**src/rn_pkg.sv**
```systemverilog
`default_nettype none

package rn_pkg;

  // Group and port counts
  localparam int DISP_SIZE = 2;
  localparam int WB_SIZE   = 2;

  // Architectural registers
  localparam int ARCH_W    = 5;
  localparam int ARCH_SIZE = 1 << ARCH_W;

  // Physical rename IDs
  localparam int RNID_SIZE = 64;
  localparam int RNID_W    = 6;

  // Two source lookups per lane
  localparam int LOOKUP_SIZE = DISP_SIZE * 2;

  typedef enum logic {
    GPR,
    FPR
  } reg_kind_t;

endpackage

`default_nettype wire
```
**src/rn_rename_top.sv**
```systemverilog
`default_nettype none
`timescale 1ns/1ns

module rn_rename_top #(
  parameter int CREDITS = 4
) (
  input  logic                             i_clk,
  input  logic                             i_reset_n,
  // Upstream group
  input  logic                             i_in_valid,
  output logic                             o_in_ready,
  input  logic [rn_pkg::DISP_SIZE-1:0]     i_lane_valid,
  input  logic [rn_pkg::ARCH_W-1:0]        i_rs1 [rn_pkg::DISP_SIZE],
  input  logic [rn_pkg::ARCH_W-1:0]        i_rs2 [rn_pkg::DISP_SIZE],
  input  logic [rn_pkg::ARCH_W-1:0]        i_rd [rn_pkg::DISP_SIZE],
  input  logic [rn_pkg::DISP_SIZE-1:0]     i_rd_en,
  // Writeback and commit
  input  logic [rn_pkg::WB_SIZE-1:0]       i_wb_valid,
  input  logic [rn_pkg::RNID_W-1:0]        i_wb_rnid [rn_pkg::WB_SIZE],
  input  logic [rn_pkg::DISP_SIZE-1:0]     i_commit_valid,
  input  logic [rn_pkg::RNID_W-1:0]        i_commit_rnid [rn_pkg::DISP_SIZE],
  // Issue queue side
  output logic [rn_pkg::DISP_SIZE-1:0]     o_out_valid,
  output logic [rn_pkg::RNID_W-1:0]        o_out_rs1_rnid [rn_pkg::DISP_SIZE],
  output logic [rn_pkg::RNID_W-1:0]        o_out_rs2_rnid [rn_pkg::DISP_SIZE],
  output logic [rn_pkg::DISP_SIZE-1:0]     o_out_rs1_ready,
  output logic [rn_pkg::DISP_SIZE-1:0]     o_out_rs2_ready,
  output logic [rn_pkg::RNID_W-1:0]        o_out_rd_rnid [rn_pkg::DISP_SIZE],
  output logic [rn_pkg::RNID_W-1:0]        o_out_old_rnid [rn_pkg::DISP_SIZE],
  output logic [rn_pkg::DISP_SIZE-1:0]     o_out_rd_en,
  input  logic [rn_pkg::DISP_SIZE-1:0]     i_credit_ret
);

  logic                             w_accept;
  logic                             w_has_two_free;
  logic                             w_has_two_credits;
  logic [rn_pkg::DISP_SIZE-1:0]     w_alloc;
  logic [rn_pkg::DISP_SIZE-1:0]     w_alloc_acc;
  logic [rn_pkg::RNID_W-1:0]        w_new_rnid [rn_pkg::DISP_SIZE];
  logic [rn_pkg::RNID_W-1:0]        w_rs1_rnid [rn_pkg::DISP_SIZE];
  logic [rn_pkg::RNID_W-1:0]        w_rs2_rnid [rn_pkg::DISP_SIZE];
  logic [rn_pkg::RNID_W-1:0]        w_old_rnid [rn_pkg::DISP_SIZE];
  logic [rn_pkg::RNID_W-1:0]        w_lookup_rnid [rn_pkg::LOOKUP_SIZE];
  logic [rn_pkg::LOOKUP_SIZE-1:0]   w_src_ready;
  logic [rn_pkg::DISP_SIZE-1:0]     w_rs1_ready;
  logic [rn_pkg::DISP_SIZE-1:0]     w_rs2_ready;

  // Worst case a group needs two rnids and two credits
  assign o_in_ready  = w_has_two_free & w_has_two_credits;
  assign w_accept    = i_in_valid & o_in_ready;
  assign w_alloc_acc = w_alloc & {rn_pkg::DISP_SIZE{w_accept}};

  generate
    for (genvar l = 0; l < rn_pkg::DISP_SIZE; l++) begin : g_lane
      assign w_lookup_rnid[2*l]   = w_rs1_rnid[l];
      assign w_lookup_rnid[2*l+1] = w_rs2_rnid[l];
      assign w_rs1_ready[l]       = w_src_ready[2*l];
      assign w_rs2_ready[l]       = w_src_ready[2*l+1];
    end
  endgenerate

  rn_free_list u_free_list (
    .i_clk       (i_clk),
    .i_reset_n   (i_reset_n),
    .i_pop       (w_alloc_acc),
    .i_push      (i_commit_valid),
    .i_push_rnid (i_commit_rnid),
    .o_pop_rnid  (w_new_rnid),
    .o_has_two   (w_has_two_free)
  );

  rn_map_table u_map_table (
    .i_clk        (i_clk),
    .i_reset_n    (i_reset_n),
    .i_accept     (w_accept),
    .i_lane_valid (i_lane_valid),
    .i_rs1        (i_rs1),
    .i_rs2        (i_rs2),
    .i_rd         (i_rd),
    .i_rd_en      (i_rd_en),
    .i_new_rnid   (w_new_rnid),
    .o_rs1_rnid   (w_rs1_rnid),
    .o_rs2_rnid   (w_rs2_rnid),
    .o_old_rnid   (w_old_rnid),
    .o_alloc      (w_alloc)
  );

  rn_inflight_list #(
    .REG_KIND (rn_pkg::GPR)
  ) u_inflight_list (
    .i_clk         (i_clk),
    .i_reset_n     (i_reset_n),
    .i_rnid        (w_lookup_rnid),
    .i_alloc_valid (w_alloc_acc),
    .i_alloc_rnid  (w_new_rnid),
    .i_wb_valid    (i_wb_valid),
    .i_wb_rnid     (i_wb_rnid),
    .o_valids      (w_src_ready)
  );

  rn_dispatch_stage #(
    .CREDITS (CREDITS)
  ) u_dispatch_stage (
    .i_clk             (i_clk),
    .i_reset_n         (i_reset_n),
    .i_accept          (w_accept),
    .i_lane_valid      (i_lane_valid),
    .i_rs1_rnid        (w_rs1_rnid),
    .i_rs2_rnid        (w_rs2_rnid),
    .i_rs1_ready       (w_rs1_ready),
    .i_rs2_ready       (w_rs2_ready),
    .i_rd_rnid         (w_new_rnid),
    .i_old_rnid        (w_old_rnid),
    .i_rd_en           (w_alloc),
    .i_credit_ret      (i_credit_ret),
    .o_has_two_credits (w_has_two_credits),
    .o_out_valid       (o_out_valid),
    .o_out_rs1_rnid    (o_out_rs1_rnid),
    .o_out_rs2_rnid    (o_out_rs2_rnid),
    .o_out_rs1_ready   (o_out_rs1_ready),
    .o_out_rs2_ready   (o_out_rs2_ready),
    .o_out_rd_rnid     (o_out_rd_rnid),
    .o_out_old_rnid    (o_out_old_rnid),
    .o_out_rd_en       (o_out_rd_en)
  );

endmodule

`default_nettype wire

```
**src/rn_dispatch_stage.sv**
```systemverilog
`default_nettype none
`timescale 1ns/1ns

module rn_dispatch_stage #(
  parameter int CREDITS = 4
) (
  input  logic                             i_clk,
  input  logic                             i_reset_n,
  input  logic                             i_accept,
  input  logic [rn_pkg::DISP_SIZE-1:0]     i_lane_valid,
  input  logic [rn_pkg::RNID_W-1:0]        i_rs1_rnid [rn_pkg::DISP_SIZE],
  input  logic [rn_pkg::RNID_W-1:0]        i_rs2_rnid [rn_pkg::DISP_SIZE],
  input  logic [rn_pkg::DISP_SIZE-1:0]     i_rs1_ready,
  input  logic [rn_pkg::DISP_SIZE-1:0]     i_rs2_ready,
  input  logic [rn_pkg::RNID_W-1:0]        i_rd_rnid [rn_pkg::DISP_SIZE],
  input  logic [rn_pkg::RNID_W-1:0]        i_old_rnid [rn_pkg::DISP_SIZE],
  input  logic [rn_pkg::DISP_SIZE-1:0]     i_rd_en,
  input  logic [rn_pkg::DISP_SIZE-1:0]     i_credit_ret,
  output logic                             o_has_two_credits,
  output logic [rn_pkg::DISP_SIZE-1:0]     o_out_valid,
  output logic [rn_pkg::RNID_W-1:0]        o_out_rs1_rnid [rn_pkg::DISP_SIZE],
  output logic [rn_pkg::RNID_W-1:0]        o_out_rs2_rnid [rn_pkg::DISP_SIZE],
  output logic [rn_pkg::DISP_SIZE-1:0]     o_out_rs1_ready,
  output logic [rn_pkg::DISP_SIZE-1:0]     o_out_rs2_ready,
  output logic [rn_pkg::RNID_W-1:0]        o_out_rd_rnid [rn_pkg::DISP_SIZE],
  output logic [rn_pkg::RNID_W-1:0]        o_out_old_rnid [rn_pkg::DISP_SIZE],
  output logic [rn_pkg::DISP_SIZE-1:0]     o_out_rd_en
);

  localparam int CNT_W = $clog2(CREDITS + 1);

  logic [CNT_W-1:0] r_credits;
  logic [CNT_W-1:0] w_sent;
  logic [CNT_W-1:0] w_returned;

  always_comb begin
    w_sent     = '0;
    w_returned = '0;
    for (int l = 0; l < rn_pkg::DISP_SIZE; l++) begin
      w_sent     = w_sent + CNT_W'(i_accept & i_lane_valid[l]);
      w_returned = w_returned + CNT_W'(i_credit_ret[l]);
    end
  end

  always_ff @(posedge i_clk or negedge i_reset_n) begin
    if (!i_reset_n) begin
      r_credits   <= CNT_W'(CREDITS);
      o_out_valid <= '0;
    end else begin
      r_credits   <= r_credits - w_sent + w_returned;
      o_out_valid <= i_lane_valid & {rn_pkg::DISP_SIZE{i_accept}};  // One cycle only
    end
  end

  // Unused destination fields go out as zero
  always_ff @(posedge i_clk) begin
    if (i_accept) begin
      for (int l = 0; l < rn_pkg::DISP_SIZE; l++) begin
        o_out_rs1_rnid[l] <= i_rs1_rnid[l];
        o_out_rs2_rnid[l] <= i_rs2_rnid[l];
        o_out_rd_rnid[l]  <= i_rd_en[l] ? i_rd_rnid[l] : '0;
        o_out_old_rnid[l] <= i_rd_en[l] ? i_old_rnid[l] : '0;
      end
      o_out_rs1_ready <= i_rs1_ready;
      o_out_rs2_ready <= i_rs2_ready;
      o_out_rd_en     <= i_rd_en;
    end
  end

  assign o_has_two_credits = (r_credits >= CNT_W'(2));

endmodule

`default_nettype wire

```
**src/rn_inflight_list.sv**
```systemverilog
`default_nettype none
`timescale 1ns/1ns

module rn_inflight_list #(
  parameter rn_pkg::reg_kind_t REG_KIND = rn_pkg::GPR
) (
  input  logic                             i_clk,
  input  logic                             i_reset_n,
  input  logic [rn_pkg::RNID_W-1:0]        i_rnid [rn_pkg::LOOKUP_SIZE],
  input  logic [rn_pkg::DISP_SIZE-1:0]     i_alloc_valid,
  input  logic [rn_pkg::RNID_W-1:0]        i_alloc_rnid [rn_pkg::DISP_SIZE],
  input  logic [rn_pkg::WB_SIZE-1:0]       i_wb_valid,
  input  logic [rn_pkg::RNID_W-1:0]        i_wb_rnid [rn_pkg::WB_SIZE],
  output logic [rn_pkg::LOOKUP_SIZE-1:0]   o_valids
);

  logic [rn_pkg::RNID_SIZE-1:0] r_ready;

  always_ff @(posedge i_clk or negedge i_reset_n) begin
    if (!i_reset_n) begin
      r_ready <= '1;
    end else begin
      for (int w = 0; w < rn_pkg::WB_SIZE; w++) begin
        if (i_wb_valid[w]) begin
          r_ready[i_wb_rnid[w]] <= 1'b1;
        end
      end
      // Applied after writeback so allocation wins on a clash
      for (int a = 0; a < rn_pkg::DISP_SIZE; a++) begin
        if (i_alloc_valid[a]) begin
          r_ready[i_alloc_rnid[a]] <= 1'b0;
        end
      end
    end
  end

  generate
    for (genvar k = 0; k < rn_pkg::LOOKUP_SIZE; k++) begin : g_lookup
      logic w_is_x0;
      logic w_wb_hit;
      logic w_wb_data;
      logic w_alloc_hit;
      logic w_alloc_data;

      // A fresh allocation reads as not ready
      select_latest_1bit #(
        .SEL_WIDTH (rn_pkg::DISP_SIZE),
        .KEY_WIDTH (rn_pkg::RNID_W)
      ) u_sel_alloc (
        .i_cmp_key (i_rnid[k]),
        .i_valid   (i_alloc_valid),
        .i_keys    (i_alloc_rnid),
        .i_data    ({rn_pkg::DISP_SIZE{1'b0}}),
        .o_valid   (w_alloc_hit),
        .o_data    (w_alloc_data)
      );

      select_latest_1bit #(
        .SEL_WIDTH (rn_pkg::WB_SIZE),
        .KEY_WIDTH (rn_pkg::RNID_W)
      ) u_sel_wb (
        .i_cmp_key (i_rnid[k]),
        .i_valid   (i_wb_valid),
        .i_keys    (i_wb_rnid),
        .i_data    ({rn_pkg::WB_SIZE{1'b1}}),
        .o_valid   (w_wb_hit),
        .o_data    (w_wb_data)
      );

      assign w_is_x0 = (REG_KIND == rn_pkg::GPR) && (i_rnid[k] == '0);

      assign o_valids[k] = w_is_x0     ? 1'b1 :
                           w_wb_hit    ? w_wb_data :
                           w_alloc_hit ? w_alloc_data :
                           r_ready[i_rnid[k]];
    end
  endgenerate

endmodule

`default_nettype wire

```
**src/rn_map_table.sv**
```systemverilog
`default_nettype none
`timescale 1ns/1ns

module rn_map_table (
  input  logic                             i_clk,
  input  logic                             i_reset_n,
  input  logic                             i_accept,
  input  logic [rn_pkg::DISP_SIZE-1:0]     i_lane_valid,
  input  logic [rn_pkg::ARCH_W-1:0]        i_rs1 [rn_pkg::DISP_SIZE],
  input  logic [rn_pkg::ARCH_W-1:0]        i_rs2 [rn_pkg::DISP_SIZE],
  input  logic [rn_pkg::ARCH_W-1:0]        i_rd [rn_pkg::DISP_SIZE],
  input  logic [rn_pkg::DISP_SIZE-1:0]     i_rd_en,
  input  logic [rn_pkg::RNID_W-1:0]        i_new_rnid [rn_pkg::DISP_SIZE],
  output logic [rn_pkg::RNID_W-1:0]        o_rs1_rnid [rn_pkg::DISP_SIZE],
  output logic [rn_pkg::RNID_W-1:0]        o_rs2_rnid [rn_pkg::DISP_SIZE],
  output logic [rn_pkg::RNID_W-1:0]        o_old_rnid [rn_pkg::DISP_SIZE],
  output logic [rn_pkg::DISP_SIZE-1:0]     o_alloc
);

  logic [rn_pkg::RNID_W-1:0] r_map [rn_pkg::ARCH_SIZE];

  // x0 is never renamed
  always_comb begin
    for (int l = 0; l < rn_pkg::DISP_SIZE; l++) begin
      o_alloc[l] = i_lane_valid[l] & i_rd_en[l] & (i_rd[l] != '0);
    end
  end

  always_comb begin
    for (int l = 0; l < rn_pkg::DISP_SIZE; l++) begin
      o_rs1_rnid[l] = r_map[i_rs1[l]];
      o_rs2_rnid[l] = r_map[i_rs2[l]];
      o_old_rnid[l] = r_map[i_rd[l]];
      // Youngest older lane in the group wins the bypass
      for (int j = 0; j < l; j++) begin
        if (o_alloc[j] && (i_rd[j] == i_rs1[l])) begin
          o_rs1_rnid[l] = i_new_rnid[j];
        end
        if (o_alloc[j] && (i_rd[j] == i_rs2[l])) begin
          o_rs2_rnid[l] = i_new_rnid[j];
        end
        if (o_alloc[j] && (i_rd[j] == i_rd[l])) begin
          o_old_rnid[l] = i_new_rnid[j];
        end
      end
    end
  end

  always_ff @(posedge i_clk or negedge i_reset_n) begin
    if (!i_reset_n) begin
      for (int i = 0; i < rn_pkg::ARCH_SIZE; i++) begin
        r_map[i] <= rn_pkg::RNID_W'(i);  // Identity mapping
      end
    end else if (i_accept) begin
      for (int l = 0; l < rn_pkg::DISP_SIZE; l++) begin
        if (o_alloc[l]) begin
          r_map[i_rd[l]] <= i_new_rnid[l];  // Later lane overwrites
        end
      end
    end
  end

endmodule

`default_nettype wire

```
**src/rn_free_list.sv**
```systemverilog
`default_nettype none
`timescale 1ns/1ns

module rn_free_list (
  input  logic                             i_clk,
  input  logic                             i_reset_n,
  input  logic [rn_pkg::DISP_SIZE-1:0]     i_pop,
  input  logic [rn_pkg::DISP_SIZE-1:0]     i_push,
  input  logic [rn_pkg::RNID_W-1:0]        i_push_rnid [rn_pkg::DISP_SIZE],
  output logic [rn_pkg::RNID_W-1:0]        o_pop_rnid [rn_pkg::DISP_SIZE],
  output logic                             o_has_two
);

  localparam int CNT_W = rn_pkg::RNID_W + 1;
  localparam int INIT_FREE = rn_pkg::RNID_SIZE - rn_pkg::ARCH_SIZE;

  logic [rn_pkg::RNID_W-1:0] r_mem [rn_pkg::RNID_SIZE];
  logic [rn_pkg::RNID_W-1:0] r_head;
  logic [rn_pkg::RNID_W-1:0] r_tail;
  logic [CNT_W-1:0]          r_count;

  logic [CNT_W-1:0]          w_pop_cnt;
  logic [CNT_W-1:0]          w_push_cnt;
  logic [rn_pkg::RNID_W-1:0] w_pop_idx [rn_pkg::DISP_SIZE];
  logic [rn_pkg::RNID_W-1:0] w_push_idx [rn_pkg::DISP_SIZE];

  // Each lane takes the slot after those used by earlier lanes
  always_comb begin
    w_pop_cnt  = '0;
    w_push_cnt = '0;
    for (int l = 0; l < rn_pkg::DISP_SIZE; l++) begin
      w_pop_idx[l]  = r_head + rn_pkg::RNID_W'(w_pop_cnt);  // Wraps at RNID_SIZE
      w_push_idx[l] = r_tail + rn_pkg::RNID_W'(w_push_cnt);
      o_pop_rnid[l] = r_mem[w_pop_idx[l]];
      w_pop_cnt     = w_pop_cnt + CNT_W'(i_pop[l]);
      w_push_cnt    = w_push_cnt + CNT_W'(i_push[l]);
    end
  end

  always_ff @(posedge i_clk or negedge i_reset_n) begin
    if (!i_reset_n) begin
      for (int i = 0; i < rn_pkg::RNID_SIZE; i++) begin
        r_mem[i] <= rn_pkg::RNID_W'(i + rn_pkg::ARCH_SIZE);  // Upper half is don't care
      end
      r_head  <= '0;
      r_tail  <= rn_pkg::RNID_W'(INIT_FREE);
      r_count <= CNT_W'(INIT_FREE);
    end else begin
      for (int l = 0; l < rn_pkg::DISP_SIZE; l++) begin
        if (i_push[l]) begin
          r_mem[w_push_idx[l]] <= i_push_rnid[l];
        end
      end
      r_head  <= r_head + rn_pkg::RNID_W'(w_pop_cnt);
      r_tail  <= r_tail + rn_pkg::RNID_W'(w_push_cnt);
      r_count <= r_count + w_push_cnt - w_pop_cnt;
    end
  end

  assign o_has_two = (r_count >= CNT_W'(2));

endmodule

`default_nettype wire

```
**src/select_latest_1bit.sv**
```systemverilog
`default_nettype none
`timescale 1ns/1ns

module select_latest_1bit #(
  parameter int SEL_WIDTH = 2,
  parameter int KEY_WIDTH = 6
) (
  input  logic [KEY_WIDTH-1:0] i_cmp_key,
  input  logic [SEL_WIDTH-1:0] i_valid,
  input  logic [KEY_WIDTH-1:0] i_keys [SEL_WIDTH],
  input  logic [SEL_WIDTH-1:0] i_data,
  output logic                 o_valid,
  output logic                 o_data
);

  // Scan upward so the highest matching index is left standing
  always_comb begin
    o_valid = 1'b0;
    o_data  = 1'b0;
    for (int i = 0; i < SEL_WIDTH; i++) begin
      if (i_valid[i] && (i_keys[i] == i_cmp_key)) begin
        o_valid = 1'b1;
        o_data  = i_data[i];
      end
    end
  end

endmodule

`default_nettype wire

```
**config.mk**
```make
export PLATFORM = sky130hd
export DESIGN_NAME = rn_rename_top
export DESIGN_NICKNAME = d
export VERILOG_FILES = /design/src/rn_pkg.sv /design/src/rn_rename_top.sv /design/src/rn_dispatch_stage.sv /design/src/rn_inflight_list.sv /design/src/rn_map_table.sv /design/src/rn_free_list.sv /design/src/select_latest_1bit.sv
export SDC_FILE = /design/constraint.sdc
export NUM_CORES = 2
export LEC_CHECK = 0
export BUFFER_PORTS_ARGS = -buffer_cell sky130_fd_sc_hd__buf_2
export CAP_MARGIN = 15
export CELL_PAD_IN_SITES_DETAIL_PLACEMENT = 1
export CELL_PAD_IN_SITES_GLOBAL_PLACEMENT = 2
export CORE_MARGIN = 3
export CORE_UTILIZATION = 47
export DETAILED_ROUTE_END_ITERATION = 10
export PLACE_DENSITY = 0.85
export SLEW_MARGIN = 10
export SYNTH_ARGS = -nofsm -noshare
export SYNTH_HDL_FRONTEND = slang
export SYNTH_HIERARCHICAL = 1
export SYNTH_SLANG_ARGS = --single-unit
```
**constraint.sdc**
```tcl
create_clock -name i_clk -period 9.05 [get_ports i_clk]
set_input_delay 0 -clock i_clk [delete_from_list [all_inputs] [get_ports i_clk]]
set_output_delay 0 -clock i_clk [all_outputs]
set_load 0.02 [all_outputs]
```
# [Word-level counts from Yosys, hierarchy flattened]
# Index checks and enable logic that the tools add are counted.
[word_totals] register_bits=718 elab_cells=321
[classes] addsub=12 n_lt_le_gt_ge=28 n_eq_ne=19 muxes=84 bitwise_logic=26 reduce_logical=37
[op_table] op="$bwmux 384" count=2
[op_table] op="$mux 384" count=2
[op_table] op="$mux 192" count=3
[op_table] op="$bwmux 192" count=2
[op_table] op="$mux 64" count=4
[op_table] op="$bmux 6 s5" count=6
[op_table] op="$mux 6" count=23
[op_table] op="$and 64x64->64" count=2
[op_table] op="$not 64->64" count=2
[op_table] op="$or 64x64->64" count=2
[op_table] op="$eq 6x6->1" count=16
[op_table] op="$bmux 6 s6" count=2
[op_table] op="$demux 6 s6" count=2
[op_table] op="$demux 6 s5" count=2
[op_table] op="$lt 6x7->1 const B" count=8
[op_table] op="$ge 6x6->1 const B" count=6
[op_table] op="$not 5->6" count=6
[op_table] op="$ge 7x7->1 const B" count=4
[op_table] op="$mux 1" count=28
[op_table] op="$not 6->7" count=4
[op_table] op="$logic_and 1x1->1" count=27
[op_table] op="$bmux 1 s6" count=4
[op_table] op="$demux 1 s6" count=4
[op_table] op="$ge 6x1->1 const B" count=4
[op_table] op="17 further kinds" count=41

# [Depth between registers and ports, before layout]
[logic_depth] depth_word=16 mapped_depth=25 ltp_nobuf=23

# [Cells and area by module]
# Netlist, hierarchy kept.
[modules_own_cells] mod="rn_free_list" instances=1 cells_per_inst=2511 area_each_um2=26628.0 seq_area_each_um2=10327.4
[modules_own_cells] mod="rn_map_table" instances=1 cells_per_inst=1657 area_each_um2=18635.4 seq_area_each_um2=4904.7
[modules_own_cells] mod="rn_inflight_list" instances=1 cells_per_inst=600 area_each_um2=6043.3 seq_area_each_um2=1681.6
[modules_own_cells] mod="rn_dispatch_stage" instances=1 cells_per_inst=97 area_each_um2=2030.7 seq_area_each_um2=1747.9
[modules_own_cells] mod="select_latest_1bit" instances=8 cells_per_inst=22 area_each_um2=163.9 seq_area_each_um2=0.0
[modules_own_cells] mod="rn_rename_top" instances=1 cells_per_inst=4 area_each_um2=32.5 seq_area_each_um2=0.0

# [Least setup slack after synthesis]
# No wires, ideal clock.
[synth_path] kind="register to register" from="reg u_free_list.r_count[5]" to="reg u_dispatch_stage/o_out_rs2_ready[0] (netlist name) (data pin)" setup_time_ns=0.267 t_arrival_ns=4.556 required_time_ns=8.783 setup_slack_ns=4.227 stages_incl_launch_ff=23 path_buffers=3 period_less_slack_ns=4.823 cell_sequence="dfstp_2 > inv_1 > ha_1 > nand2_1 > nand3_1 > and4_1 > ha_1 > ha_1 > buf_2 > buf_2 > clkbuf_1 > mux4_2 > inv_1 > o22ai_1 > o21ai_0 > nand4_1 > xnor2_1 > nand4_1 > or3_1 > nand2_1 > nor3_1 > a31oi_1 > o211ai_1"
[synth_rtl] item="start, declared" line_no="rn_free_list.sv:20" source="logic [CNT_W-1:0] r_count;"
[synth_rtl] item="start signal, assigned" line_no="rn_free_list.sv:47" source="r_count <= CNT_W'(INIT_FREE);"
[synth_rtl] item="start signal, assigned" line_no="rn_free_list.sv:56" source="r_count <= r_count + w_push_cnt - w_pop_cnt;"
[synth_rtl] item="end signal, assigned" line_no="rn_dispatch_stage.sv:65" source="o_out_rs2_ready <= i_rs2_ready;"
[synth_rtl] item="end, declared" line_no="rn_dispatch_stage.sv:24" source="output logic [rn_pkg::DISP_SIZE-1:0] o_out_rs2_ready,"

==> impl_metrics.ini <==
[status]
status = finished with violations
violations = hold timing

[clock_tree]
path_clk_slew_ns = 0.06
cts_resized = 0
root_buffer = clkbuf_16
cts_tree = built
clkLatencyLatePin_ns = 0.70
clockBufferDepth = 3
cts.sinks = 718
htreeDepth = 3
numCtsBuffers = 88

[finish]
stdcell_count = 6520
fin_area_sq_um = 59400
post-route-util_pct = 51.7
n_fill_cell = 12200
multi_input_area_sq_um = 33600
fin_nets = 5025
seq_area_sq_um = 18700
area.growth.synth_to_final_pct = 8.67
final_layout_size_suffix_gt1_share_pct = 29.3

[timing]
hold_viol = 11
rsz0062_at_grt = false
fin_skew_ns = 0.0255
report.final.slew_viol_count = 0
clock.fmax_ghz = 0.138
final.setup.tns_ns = 0
fin_crit_sh_pct = 80.2
period_needed_ns = 7.26
hold-worst-slack_ns = -0.0619
slew-limit-headroom_pct = 13.9
worstMarginPinSlew_ns = 1.29
setup_viol = 0

[worst_setup_path]
end_kind = register
critPathRequiredTime_ns = 9.59
ff2ff_path_depth = 17
critical_path_class = reg -> reg
critPathLaunchType = register
crit_arrival_ns = 7.80
cp_max_fo = 38

[die]
core_area_sq_um = 115000
die_height_um = 347
rows = 124
ios = 124
fp.dieArea_sq_um = 120000
die_w_um = 347
start_util_pct = 47.6

[route]
wire_per_inst_um = 35.7
drt-initial-drc-count = 6525
drt_wl_total_um = 233000
firstDrtPassIters = 8
vias = 48200
remaining_drc_errors = 0
antenna_left = 0
via_per_inst = 7.39

[logic_synthesis]
async_reset_ff_share_pct = 92.5
ys_seq_area_share_pct = 34.1
synthDistinctLibCells = 95
synth_top_area_share_pct = 22.3
synth.area.top_cells = mux4_2 22%, dfstp_2 16%, dfrtp_1 15%
synth-main-ff-cell = dfstp_2
synth_commonest_cells = 541 x mux4_2, 498 x nor2_1, 393 x mux2i_1
synth_area_leader_cell = mux4_2
syn-cell-area_sq_um = 54700
syn_area_per_cell_sq_um = 10.8
synth_edf_count = 54
ys_ff_latch = 718
synth_warnings = 6
syn_inst = 5045
yosysMostFrequentCell = mux4_2

[power_and_ir_drop]
p_per_area_nw_per_um2 = 386
p_leak_nw = 22.9
irDropWorstVdd_mv = 0.324

[global_routing]
grt_pass1_vias = 48000
grt_pass1_wl_um = 340000
grt_max_degree = 150
antenna_found_initial = 6
grt-ovfl-total = 0
grtUsageTotal_pct = 37.9

[job]
cap_viol_max_count = 0

[placed_design]
dpl-instance-area_sq_um = 56100
dp.cells = 6327
gp_congestion = 1.06
dp_hpwl_um = 156000
io_buffers = 123

[hold_path]
hp-class = in -> async
## cells by family after synthesis
group / synth area share [%]
buffers and inverters: 4.86
xor gates and xnor gates: 2.15
AOI/OAI and AO/OA: 13.3
other: 0.0137
muxes: 33.4
adders and majority gates: 0.792
DFF: 34.1
and+or+nand+nor: 11.4
## critical path, cell delays in order (launching register included)
cell,delay [ns]
dfstp_2,0.51
inv_1,0.08
ha_1,0.19
nand4_1,0.08
nand3_1,0.14
and4_1,0.20
buf_4,0.22
ha_4,0.83
buf_4,0.60
buf_4,0.48
mux4_2,0.55
inv_1,0.08
o22ai_1,0.08
o21ai_0,0.54
nand4_1,0.80
buf_4,0.49
nor3b_1,0.85
a221oi_1,0.29
## sequential cells by signal, summed over array words and instances, names as in the netlist, 7 cells and up
register	cells
u_dispatch_stage/o_out_rs1_rnid	12
u_free_list/r_mem	384
u_inflight_list/r_ready	64
u_map_table/r_map	192
u_dispatch_stage/o_out_old_rnid	12
u_free_list/r_count	7
u_dispatch_stage/o_out_rd_rnid	12
u_dispatch_stage/o_out_rs2_rnid	12
## metrics by stage
stage / total power [W] / setup slack [ns]
3_3_place_gp: 0.0181 / 2.19
6_report: 0.0229 / 1.79
5_1_grt: 0.0237 / 1.34
3_5_place_dp: 0.0185 / 2.05
2_1_floorplan: 0.0140 / 4.23
4_1_cts: 0.0224 / 2.00
## metal layers
metal	global-route usage [%]	vias to the layer above	wire length, um	share of wire (%)
met1	49.1	24900	86900	37
li1	-	19100	-	-
met5	0	-	18	0.0077
met2	58.9	3357	106000	45
met4	20.5	4	15600	6.7
met3	9.42	792	24300	10
## layout make-up
| cell class | count | area share [%] |
|---|---|---|
| clock inverters | 26 | 0.691 |
| multi-input cells | 3734 | 56.6 |
| well taps | 1512 | 3.18 |
| inverters | 143 | 0.903 |
| diodes | 7 | 0.0295 |
| clock buffers | 138 | 4.48 |
| flip-flops and latches | 718 | 31.4 |
| repair buffers | 242 | 2.69 |
## final timing paths
kind	startpoint	endpoint	slack [ns]
worst max-delay path	u_free_list/r_count[5]	u_inflight_list/r_ready[39]	1.79
worst min-delay path	i_reset_n	u_map_table/r_map[126]	-0.06
worst max register to register	u_free_list/r_count[5]	u_inflight_list/r_ready[39]	1.79
worst min register to register	u_map_table/r_map[186]	u_map_table/r_map[186]	0.49
max in group asynchronous	i_reset_n	u_map_table/r_map[17]	6.93
min in group i_clk	i_commit_rnid[4]	u_free_list/r_mem[4]	0.03
## power breakdown
part           switching (W)  leakage, nW  total, W  internal, W
registers            0.00199         8.24   0.00708      0.00509
clock network        0.00156         1.50   0.00382      0.00226
logic                0.00715         13.1    0.0120      0.00487
## layout by cell type (no fill, tap or decap), types with 39 or more instances in the layout
master     netlist  final
nand2_1        343    343
nand2b_1        39     39
inv_1          140    140
xnor2_1         81     81
dfstp_2        339    339
edfxtp_1        54     54
buf_2          115    119
a221oi_1        81     81
o21ai_0        186    186
o22ai_1        252    252
nor2_1         498    498
mux4_2         541    541
a22o_1          54     54
a21oi_1        366    363
nand3_1         77     77
xor2_1          47     47
mux2i_1        393    393
clkbuf_16        0     91
dfrtp_1        325    322
mux2_2         121    121
buf_4           34    100
## repair_timing
| item | 4_1_cts | 5_1_grt |
|---|---|---|
| hold buffers | 19 | 0 |
| buffers inserted | 0 | 0 |
| endpoints found under the hold margin | 169 | 0 |
Power figures use the tool's default switching activity.
